### config.mk
export PLATFORM = sky130hd
export DESIGN_NAME = executeStage
export DESIGN_NICKNAME = d
export VERILOG_FILES = /design/src/source/isaPkg.sv /design/src/source/datapathPkg.sv /design/src/source/opBus.sv /design/src/source/instrDecode.sv /design/src/source/aluExecute.sv /design/src/source/writebackFlags.sv /design/src/source/executeStage.sv
export SDC_FILE = /design/constraint.sdc
export NUM_CORES = 1
export LEC_CHECK = 0
export BUFFER_PORTS_ARGS = -buffer_cell sky130_fd_sc_hd__buf_4
export CAP_MARGIN = 5
export CORE_MARGIN = 1.5
export CORE_UTILIZATION = 54
export CTS_CLUSTER_DIAMETER = 30
export DETAILED_ROUTE_END_ITERATION = 6
export GPL_TIMING_DRIVEN = 0
export PLACE_DENSITY = 0.77
export SYNTH_ARGS = -nofsm -noshare
export SYNTH_HDL_FRONTEND = slang
export SYNTH_HIERARCHICAL = 1
export SYNTH_SLANG_ARGS = --single-unit
### constraint.sdc
create_clock -name clk -period 19 [get_ports clk]
set_clock_uncertainty 0.05 [all_clocks]
set_input_delay 3.8 -clock clk [delete_from_list [all_inputs] [get_ports clk]]
set_output_delay 3.8 -clock clk [all_outputs]
set_load 0.05 [all_outputs]
### src/source/isaPkg.sv
package isaPkg;

    // First-level decode, top two instruction bits
    typedef enum logic [1:0] {
        groupImm    = 2'd0,
        groupReg    = 2'd1,
        groupMem    = 2'd2,   // No load/store here, treated as a no-op
        groupBranch = 2'd3
    } groupT;

    // Move table of the immediate group
    localparam logic [2:0] fnMov  = 3'd0;
    localparam logic [2:0] fnMovt = 3'd1;
    localparam logic [2:0] fnClr  = 3'd2;
    localparam logic [2:0] fnSet  = 3'd3;
    localparam logic [2:0] fnLsl  = 3'd4;
    localparam logic [2:0] fnLsr  = 3'd5;

    // Second-level table, bit 3 marks the flag-setting form
    localparam logic [3:0] secAdd  = 4'd1;
    localparam logic [3:0] secSub  = 4'd2;
    localparam logic [3:0] secAnd  = 4'd3;
    localparam logic [3:0] secOr   = 4'd4;
    localparam logic [3:0] secXor  = 4'd5;
    localparam logic [3:0] secAdds = 4'd9;
    localparam logic [3:0] secSubs = 4'd10;
    localparam logic [3:0] secAnds = 4'd11;
    localparam logic [3:0] secOrs  = 4'd12;
    localparam logic [3:0] secXors = 4'd13;

    // Branch conditions
    localparam logic [3:0] brEq = 4'd0;
    localparam logic [3:0] brNe = 4'd1;
    localparam logic [3:0] brMi = 4'd4;

    typedef enum logic [3:0] {
        opNone,
        opAdd,
        opSub,
        opAnd,
        opOr,
        opXor,
        opMov,
        opMovt,
        opClr,
        opSet,
        opLsl,
        opLsr
    } aluOpT;

    typedef enum logic [1:0] {condNone, condEq, condNe, condMi} branchCondT;

endpackage

### src/source/datapathPkg.sv
package datapathPkg;

    localparam int dataWidth    = 32;
    localparam int regAddrWidth = 4;
    localparam int immWidth     = 16;

    // One data word of the register file
    typedef logic [dataWidth-1:0] wordT;

    // Register number, 16 registers
    typedef logic [regAddrWidth-1:0] regAddrT;

    // Immediate as it arrives from the instruction
    typedef logic [immWidth-1:0] immT;

    // Condition flags, N in the top bit
    typedef logic [3:0] flagsT;

    localparam int flagN = 3;
    localparam int flagZ = 2;
    localparam int flagC = 1;
    localparam int flagV = 0;

endpackage

### src/source/opBus.sv
`timescale 1ns/100ps

interface opBus
    import isaPkg::*, datapathPkg::*;
();
    aluOpT      aluOp;
    logic       useImm;       // Second operand is immExt, not the second register
    wordT       immExt;       // Sign-extended immediate
    immT        immRaw;       // For MOVT and the shift amount
    logic       writesReg;
    logic       setsFlags;
    branchCondT branchCond;

    modport decodeSide (
        output aluOp,
        output useImm,
        output immExt,
        output immRaw,
        output writesReg,
        output setsFlags,
        output branchCond
    );

    modport executeSide (input aluOp, input useImm, input immExt, input immRaw);

    modport resultSide (input aluOp, input writesReg, input setsFlags, input branchCond);

endinterface

### src/source/instrDecode.sv
`timescale 1ns/100ps

module instrDecode
    import isaPkg::*, datapathPkg::*;
(
    input  groupT      firstLevelDecode,
    input  logic       specialEncoding,
    input  logic [3:0] secondLevelDecode,
    input  logic [2:0] aluFunctions,
    input  logic [3:0] branchInstruction,
    input  immT        imm,
    input  regAddrT    destReg,
    input  regAddrT    sourceFirstReg,
    input  regAddrT    sourceSecReg,
    output regAddrT    readRegDest,
    output regAddrT    readRegFirst,
    output regAddrT    readRegSec,
    opBus.decodeSide   op
);
    aluOpT      secOp;
    logic       secSets;
    aluOpT      movOp;
    aluOpT      decodedOp;
    logic       setsFlagsDec;
    logic       useImmDec;
    branchCondT cond;
    logic       writes;
    logic       readsFirst;
    logic       readsSec;

    // Second-level table, shared by immediate and register groups
    always_comb begin
        secOp   = opNone;
        secSets = 1'b0;
        case (secondLevelDecode)
            secAdd:  secOp = opAdd;
            secSub:  secOp = opSub;
            secAnd:  secOp = opAnd;
            secOr:   secOp = opOr;
            secXor:  secOp = opXor;
            secAdds: secOp = opAdd;
            secSubs: secOp = opSub;
            secAnds: secOp = opAnd;
            secOrs:  secOp = opOr;
            secXors: secOp = opXor;
            default: secOp = opNone;
        endcase
        secSets = secondLevelDecode[3] && (secOp != opNone);
    end

    always_comb begin
        case (aluFunctions)
            fnMov:   movOp = opMov;
            fnMovt:  movOp = opMovt;
            fnClr:   movOp = opClr;
            fnSet:   movOp = opSet;
            fnLsl:   movOp = opLsl;
            fnLsr:   movOp = opLsr;
            default: movOp = opNone;   // MOVF and spare codes
        endcase
    end

    always_comb begin
        decodedOp    = opNone;
        setsFlagsDec = 1'b0;
        useImmDec    = 1'b0;
        cond         = condNone;
        case (firstLevelDecode)
            groupImm: begin
                if (specialEncoding) begin
                    decodedOp    = secOp;
                    setsFlagsDec = secSets;
                    useImmDec    = 1'b1;
                end else begin
                    decodedOp = movOp;
                end
            end
            groupReg: begin
                decodedOp    = secOp;
                setsFlagsDec = secSets;
            end
            groupBranch: begin
                case (branchInstruction)
                    brEq:    cond = condEq;
                    brNe:    cond = condNe;
                    brMi:    cond = condMi;
                    default: cond = condNone;
                endcase
            end
            default: decodedOp = opNone;   // Memory group
        endcase
    end

    assign writes     = (decodedOp != opNone);
    assign readsFirst = writes && !(decodedOp inside {opMov, opMovt, opClr, opSet});
    assign readsSec   = writes && (firstLevelDecode == groupReg);

    // Dest address doubles as the write address of the register file
    assign readRegDest  = writes ? destReg : '0;
    assign readRegFirst = readsFirst ? sourceFirstReg : '0;
    assign readRegSec   = readsSec ? sourceSecReg : '0;

    assign op.aluOp      = decodedOp;
    assign op.useImm     = useImmDec;
    assign op.immExt     = {{(dataWidth - immWidth){imm[immWidth-1]}}, imm};
    assign op.immRaw     = imm;
    assign op.writesReg  = writes;
    assign op.setsFlags  = setsFlagsDec;
    assign op.branchCond = cond;

endmodule

### src/source/aluExecute.sv
`timescale 1ns/100ps

module aluExecute
    import isaPkg::*, datapathPkg::*;
(
    opBus.executeSide op,
    input  wordT      readDataDest,
    input  wordT      readDataFirst,
    input  wordT      readDataSec,
    output wordT      result,
    output flagsT     flagsNew
);
    wordT               operandB;
    logic [dataWidth:0] sum;
    logic [dataWidth:0] diff;
    wordT               shiftLeft;
    wordT               shiftRight;
    logic               signA;
    logic               signB;
    logic               signR;

    assign operandB = op.useImm ? op.immExt : readDataSec;

    // 33-bit forms keep the carry and borrow
    assign sum  = {1'b0, readDataFirst} + {1'b0, operandB};
    assign diff = {1'b0, readDataFirst} - {1'b0, operandB};

    // Amounts of 32 and more shift every bit out
    assign shiftLeft  = readDataFirst << op.immRaw;
    assign shiftRight = readDataFirst >> op.immRaw;

    always_comb begin
        case (op.aluOp)
            opAdd:   result = sum[dataWidth-1:0];
            opSub:   result = diff[dataWidth-1:0];
            opAnd:   result = readDataFirst & operandB;
            opOr:    result = readDataFirst | operandB;
            opXor:   result = readDataFirst ^ operandB;
            opMov:   result = op.immExt;
            opMovt:  result = {op.immRaw, readDataDest[immWidth-1:0]};  // Keep old low half
            opClr:   result = '0;
            opSet:   result = '1;
            opLsl:   result = shiftLeft;
            opLsr:   result = shiftRight;
            default: result = '0;
        endcase
    end

    assign signA = readDataFirst[dataWidth-1];
    assign signB = operandB[dataWidth-1];
    assign signR = result[dataWidth-1];

    always_comb begin
        flagsNew[flagN] = signR;
        flagsNew[flagZ] = (result == '0);
        flagsNew[flagC] = 1'b0;   // Only meaningful for add and subtract
        flagsNew[flagV] = 1'b0;
        case (op.aluOp)
            opAdd: begin
                flagsNew[flagC] = sum[dataWidth];
                // Same-sign operands with a sign flip in the result
                flagsNew[flagV] = ~(signA ^ signB) & (signA ^ signR);
            end
            opSub: begin
                flagsNew[flagC] = ~diff[dataWidth];   // Carry is not-borrow
                flagsNew[flagV] = (signA ^ signB) & (signA ^ signR);
            end
            default: begin
                flagsNew[flagC] = 1'b0;
                flagsNew[flagV] = 1'b0;
            end
        endcase
    end

endmodule

### src/source/writebackFlags.sv
`timescale 1ns/100ps

module writebackFlags
    import isaPkg::*, datapathPkg::*;
(
    input  logic      clk,
    input  logic      rst,
    input  wordT      result,
    input  flagsT     flagsNew,
    opBus.resultSide  op,
    output wordT      writeData,
    output logic      writeToReg,
    output logic      branchTaken,
    output flagsT     flags
);
    flagsT flagsNext;
    logic  isArith;

    assign isArith = (op.aluOp == opAdd) || (op.aluOp == opSub);

    // Logical ops leave C and V as they were
    always_comb begin
        flagsNext = flags;
        if (op.setsFlags) begin
            if (isArith) begin
                flagsNext = flagsNew;
            end else begin
                flagsNext[flagN] = flagsNew[flagN];
                flagsNext[flagZ] = flagsNew[flagZ];
            end
        end
    end

    always_ff @(posedge clk or posedge rst) begin
        if (rst) begin
            flags <= '0;
        end else begin
            flags <= flagsNext;
        end
    end

    // Branches look at the held flags, not this cycle's update
    always_comb begin
        case (op.branchCond)
            condEq:  branchTaken = flags[flagZ];
            condNe:  branchTaken = ~flags[flagZ];
            condMi:  branchTaken = flags[flagN];
            default: branchTaken = 1'b0;
        endcase
    end

    assign writeToReg = op.writesReg;
    assign writeData  = op.writesReg ? result : '0;   // Quiet bus when nothing is written

endmodule

### src/source/executeStage.sv
`timescale 1ns/100ps

module executeStage
    import datapathPkg::*;
(
    input  logic          clk,
    input  logic          rst,
    input  isaPkg::groupT firstLevelDecode,
    input  logic          specialEncoding,
    input  logic [3:0]    secondLevelDecode,
    input  logic [2:0]    aluFunctions,
    input  logic [3:0]    branchInstruction,
    input  immT           imm,
    input  regAddrT       destReg,
    input  regAddrT       sourceFirstReg,
    input  regAddrT       sourceSecReg,
    input  wordT          readDataDest,
    input  wordT          readDataFirst,
    input  wordT          readDataSec,
    output regAddrT       readRegDest,
    output regAddrT       readRegFirst,
    output regAddrT       readRegSec,
    output wordT          writeData,
    output logic          writeToReg,
    output logic          branchTaken,
    output flagsT         flags
);
    wordT  result;
    flagsT flagsNew;

    opBus opIf ();

    instrDecode uDecode (
        .firstLevelDecode  (firstLevelDecode),
        .specialEncoding   (specialEncoding),
        .secondLevelDecode (secondLevelDecode),
        .aluFunctions      (aluFunctions),
        .branchInstruction (branchInstruction),
        .imm               (imm),
        .destReg           (destReg),
        .sourceFirstReg    (sourceFirstReg),
        .sourceSecReg      (sourceSecReg),
        .readRegDest       (readRegDest),
        .readRegFirst      (readRegFirst),
        .readRegSec        (readRegSec),
        .op                (opIf)
    );

    aluExecute uExecute (
        .op            (opIf),
        .readDataDest  (readDataDest),
        .readDataFirst (readDataFirst),
        .readDataSec   (readDataSec),
        .result        (result),
        .flagsNew      (flagsNew)
    );

    writebackFlags uWriteback (
        .clk         (clk),
        .rst         (rst),
        .result      (result),
        .flagsNew    (flagsNew),
        .op          (opIf),
        .writeData   (writeData),
        .writeToReg  (writeToReg),
        .branchTaken (branchTaken),
        .flags       (flags)
    );

endmodule

==> results.sh <==
export IMPL_largest_reg_flops=4
export IMPL_path_class="in2out"
export IMPL_syn_area_um2=11700
export IMPL_ys_flop_type="dfrtp_1"
export IMPL_grt_pass1_wl_um=89800
export IMPL_synth_seq_cells=4
export IMPL_ys_types=89
export IMPL_synth_avg_cell_area_um2=7.20
export IMPL_clk_path_buf_depth=2
export IMPL_clkTransAtPathRegs_ps=30
export IMPL_die_w_um=150
export IMPL_timing_fmax_mhz=70.6
export IMPL_fp_dieH_um=150
export IMPL_synth_nets=1870
export IMPL_clockRootBuffer="clkbuf_16"
export IMPL_tns_ps=0
export IMPL_clk_latency_ps=220
export IMPL_rsz0062_at_grt="false"
export IMPL_critical_path_top_delay_family="compound AO/OA/AOI/OAI gates"
export IMPL_multi_input_area_um2=10300
export IMPL_synth_cells=1621
export IMPL_drc=17
export IMPL_p_leak_uw=0.00567
export IMPL_rows=53
export IMPL_ys_warn_count=6
export IMPL_outcome="finished, violations left"
export IMPL_dp_cells=2053
export IMPL_worstMarginPinSlew_ps=1430
export IMPL_top_regs="uWriteback/flags: 4 flops"
export IMPL_hold_viol=0
export IMPL_placed_area_um2=13200
export IMPL_cts_hold_buf=0
export IMPL_die_area_um2=22500
export IMPL_drt_first_pass_iters=7
export IMPL_ant_nets=0
export IMPL_hold_ws_ps=471
export IMPL_cts_tree="yes"
export IMPL_cpPeakStageDelay_ps=930
export IMPL_utilization=0.630
export IMPL_grt_remaining_overflow=0
export IMPL_async_reset_ff_frac=1.00
export IMPL_worstPathMaxFanout=10
export IMPL_finalNonFillerCells=2060
export IMPL_pwr_density_cell_nw_per_um2=38.0
export IMPL_seq_area_frac_synth=0.00858
export IMPL_min_path_type="reg2reg"
export IMPL_regMostFlops="uWriteback/flags"
export IMPL_ios=190
export IMPL_ir_worst_vdd_v=0.0000276
export IMPL_nFillCells=1883
export IMPL_maxCapViolCount=0
export IMPL_arrival_ps=10310
export IMPL_period_share=0.745
export IMPL_numCtsBuffers=3
export IMPL_core_um2=21100
export IMPL_grt_pass1_vias=14234
export IMPL_end_kind="primary output"
export IMPL_dp_hpwl_um=50100
export IMPL_routabilityCongestion=1.17
export IMPL_start_kind="input port"
export IMPL_via_per_inst=7.56
export IMPL_track_usage=0.544
export IMPL_area_growth_pct=13.9
export IMPL_nNetsFinal=2033
export IMPL_cts_setup_buffers=0
export IMPL_cp_slowest_cell="buf_1"
export IMPL_period_needed_ps=14160
export IMPL_cp_required_ps=15150
export IMPL_maxSlewHeadroom=0.0426
export IMPL_failed_checks="DRC"
export IMPL_slew_viol_final=0
export IMPL_design_area_um2=13300
export IMPL_via_count=15572
export IMPL_wl_per_cell_um=30.7
export IMPL_drt_initial_drc_count=2698
export IMPL_path_buf_inv=6
export IMPL_cts_max_level=1
export IMPL_setup_viol=0
export IMPL_final_seq_area_um2=100
export IMPL_final_layout_size_suffix_gt1_frac=0.196
export IMPL_port_buffers=157
export IMPL_grt_max_degree=19
export IMPL_path_common_cell="buf_4"
export IMPL_wirelength_um=63300
export IMPL_numClockSinks=4
export IMPL_initial_utilization=0.553
export IMPL_crit_chain="buf_4, buf_6, nor3b_1, clkbuf_1, buf_1, mux2i_1, ha_1, nor2_1, o311ai_0, a211oi_1, o211a_1, o31ai_1, a31oi_1, nor4_1, a2111oi_0, nor2_1, buf_4, and2_1, buf_4"
export IMPL_synth_edf_count=0
export IMPL_cts_resized=0
export IMPL_grt_antenna_before_repair=2
-- layout by cell type (no fill, tap or decap), drive strengths merged, types with 15 or more instances in the layout --
cell / Yosys / routed
a21o: 20 / 20
mux4: 52 / 52
inv: 101 / 101
a31oi: 15 / 15
a211oi: 24 / 24
o22ai: 17 / 17
clkbuf: 83 / 86
mux2: 38 / 38
o21ai: 87 / 87
a22oi: 19 / 19
a21oi: 125 / 125
o211ai: 29 / 29
ha: 107 / 107
nor2b: 22 / 22
and2: 37 / 37
a221o: 19 / 19
nor2: 136 / 136
nor3: 44 / 44
nand2b: 23 / 23
mux2i: 100 / 100
nand3: 47 / 47
nand2: 109 / 109
buf: 88 / 246
a221oi: 20 / 20
or3: 16 / 16
-- stage by stage --
step           power [uW]  setup WS [ps]
6_report              505           4840
5_1_grt               521           4820
3_5_place_dp          442           5280
3_3_place_gp          438           5410
2_1_floorplan         297           7150
4_1_cts               478           5270
-- report_power, final --
part	internal [uW]	switching (uW)
logic	163	299
registers	9.88	1.07
clock network	26.9	6.13
total	199	306
-- final timing paths --
| path | cells after the start | end | slack (ps) | start |
|---|---|---|---|---|
| setup / recovery | 19 | writeData[31] | 4840 | firstLevelDecode[1] |
| hold / removal | 1 | uWriteback/flags[0] | 470 | uWriteback/flags[0] |
| setup reg to reg | 1 | uWriteback/flags[2] | 18140 | uWriteback/flags[2] |
| hold reg to reg | 1 | uWriteback/flags[0] | 470 | uWriteback/flags[0] |
| max in group asynchronous | 2 | uWriteback/flags[1] | 15310 | rst |
| min in group asynchronous | 2 | uWriteback/flags[2] | 3420 | rst |
-- synthesized netlist by cell type, types with 22 or more instances --
cell / count / share of area
a211oi_1: 24 / 0.015
and2_1: 37 / 0.020
mux2i_1: 99 / 0.085
clkbuf_1: 83 / 0.027
nand2b_1: 23 / 0.012
nor2b_1: 22 / 0.012
mux2_2: 37 / 0.036
nor3_1: 43 / 0.018
ha_1: 107 / 0.11
o21ai_0: 83 / 0.036
nand2_1: 109 / 0.035
o211ai_1: 29 / 0.019
nand3_1: 47 / 0.020
buf_4: 52 / 0.033
inv_1: 100 / 0.032
mux4_2: 50 / 0.097
a21oi_1: 124 / 0.053
nor2_1: 136 / 0.044
-- cells by family after synthesis --
| logic type | count (synthesis) | share of synthesized area |
|---|---|---|
| adders and majority gates | 109 | 0.118 |
| and+or+nand+nor | 503 | 0.216 |
| muxes | 190 | 0.225 |
| buffers and inverters | 274 | 0.110 |
| AOI/OAI and AO/OA | 527 | 0.312 |
| DFF | 4 | 0.00858 |
| xor gates and xnor gates | 14 | 0.0105 |
-- layout make-up --
type,count,area share
clock buffer,3,0.00565
antenna,3,0.000565
multi-input combinational,1343,0.774
tap,275,0.0259
sequential,4,0.00754
buffer,171,0.0676
inverter,103,0.0291
timing repair buffer,158,0.0891
-- routing by layer --
layer  global-route usage  routed length, um  share of wire
met1                0.686              22100           0.35
met2                0.745              24300           0.38
met3                0.238              11900           0.19
met4                0.343               5030          0.079
met5               0.0227                  0              0
Note: power is estimated with default switching activity, not from simulation.
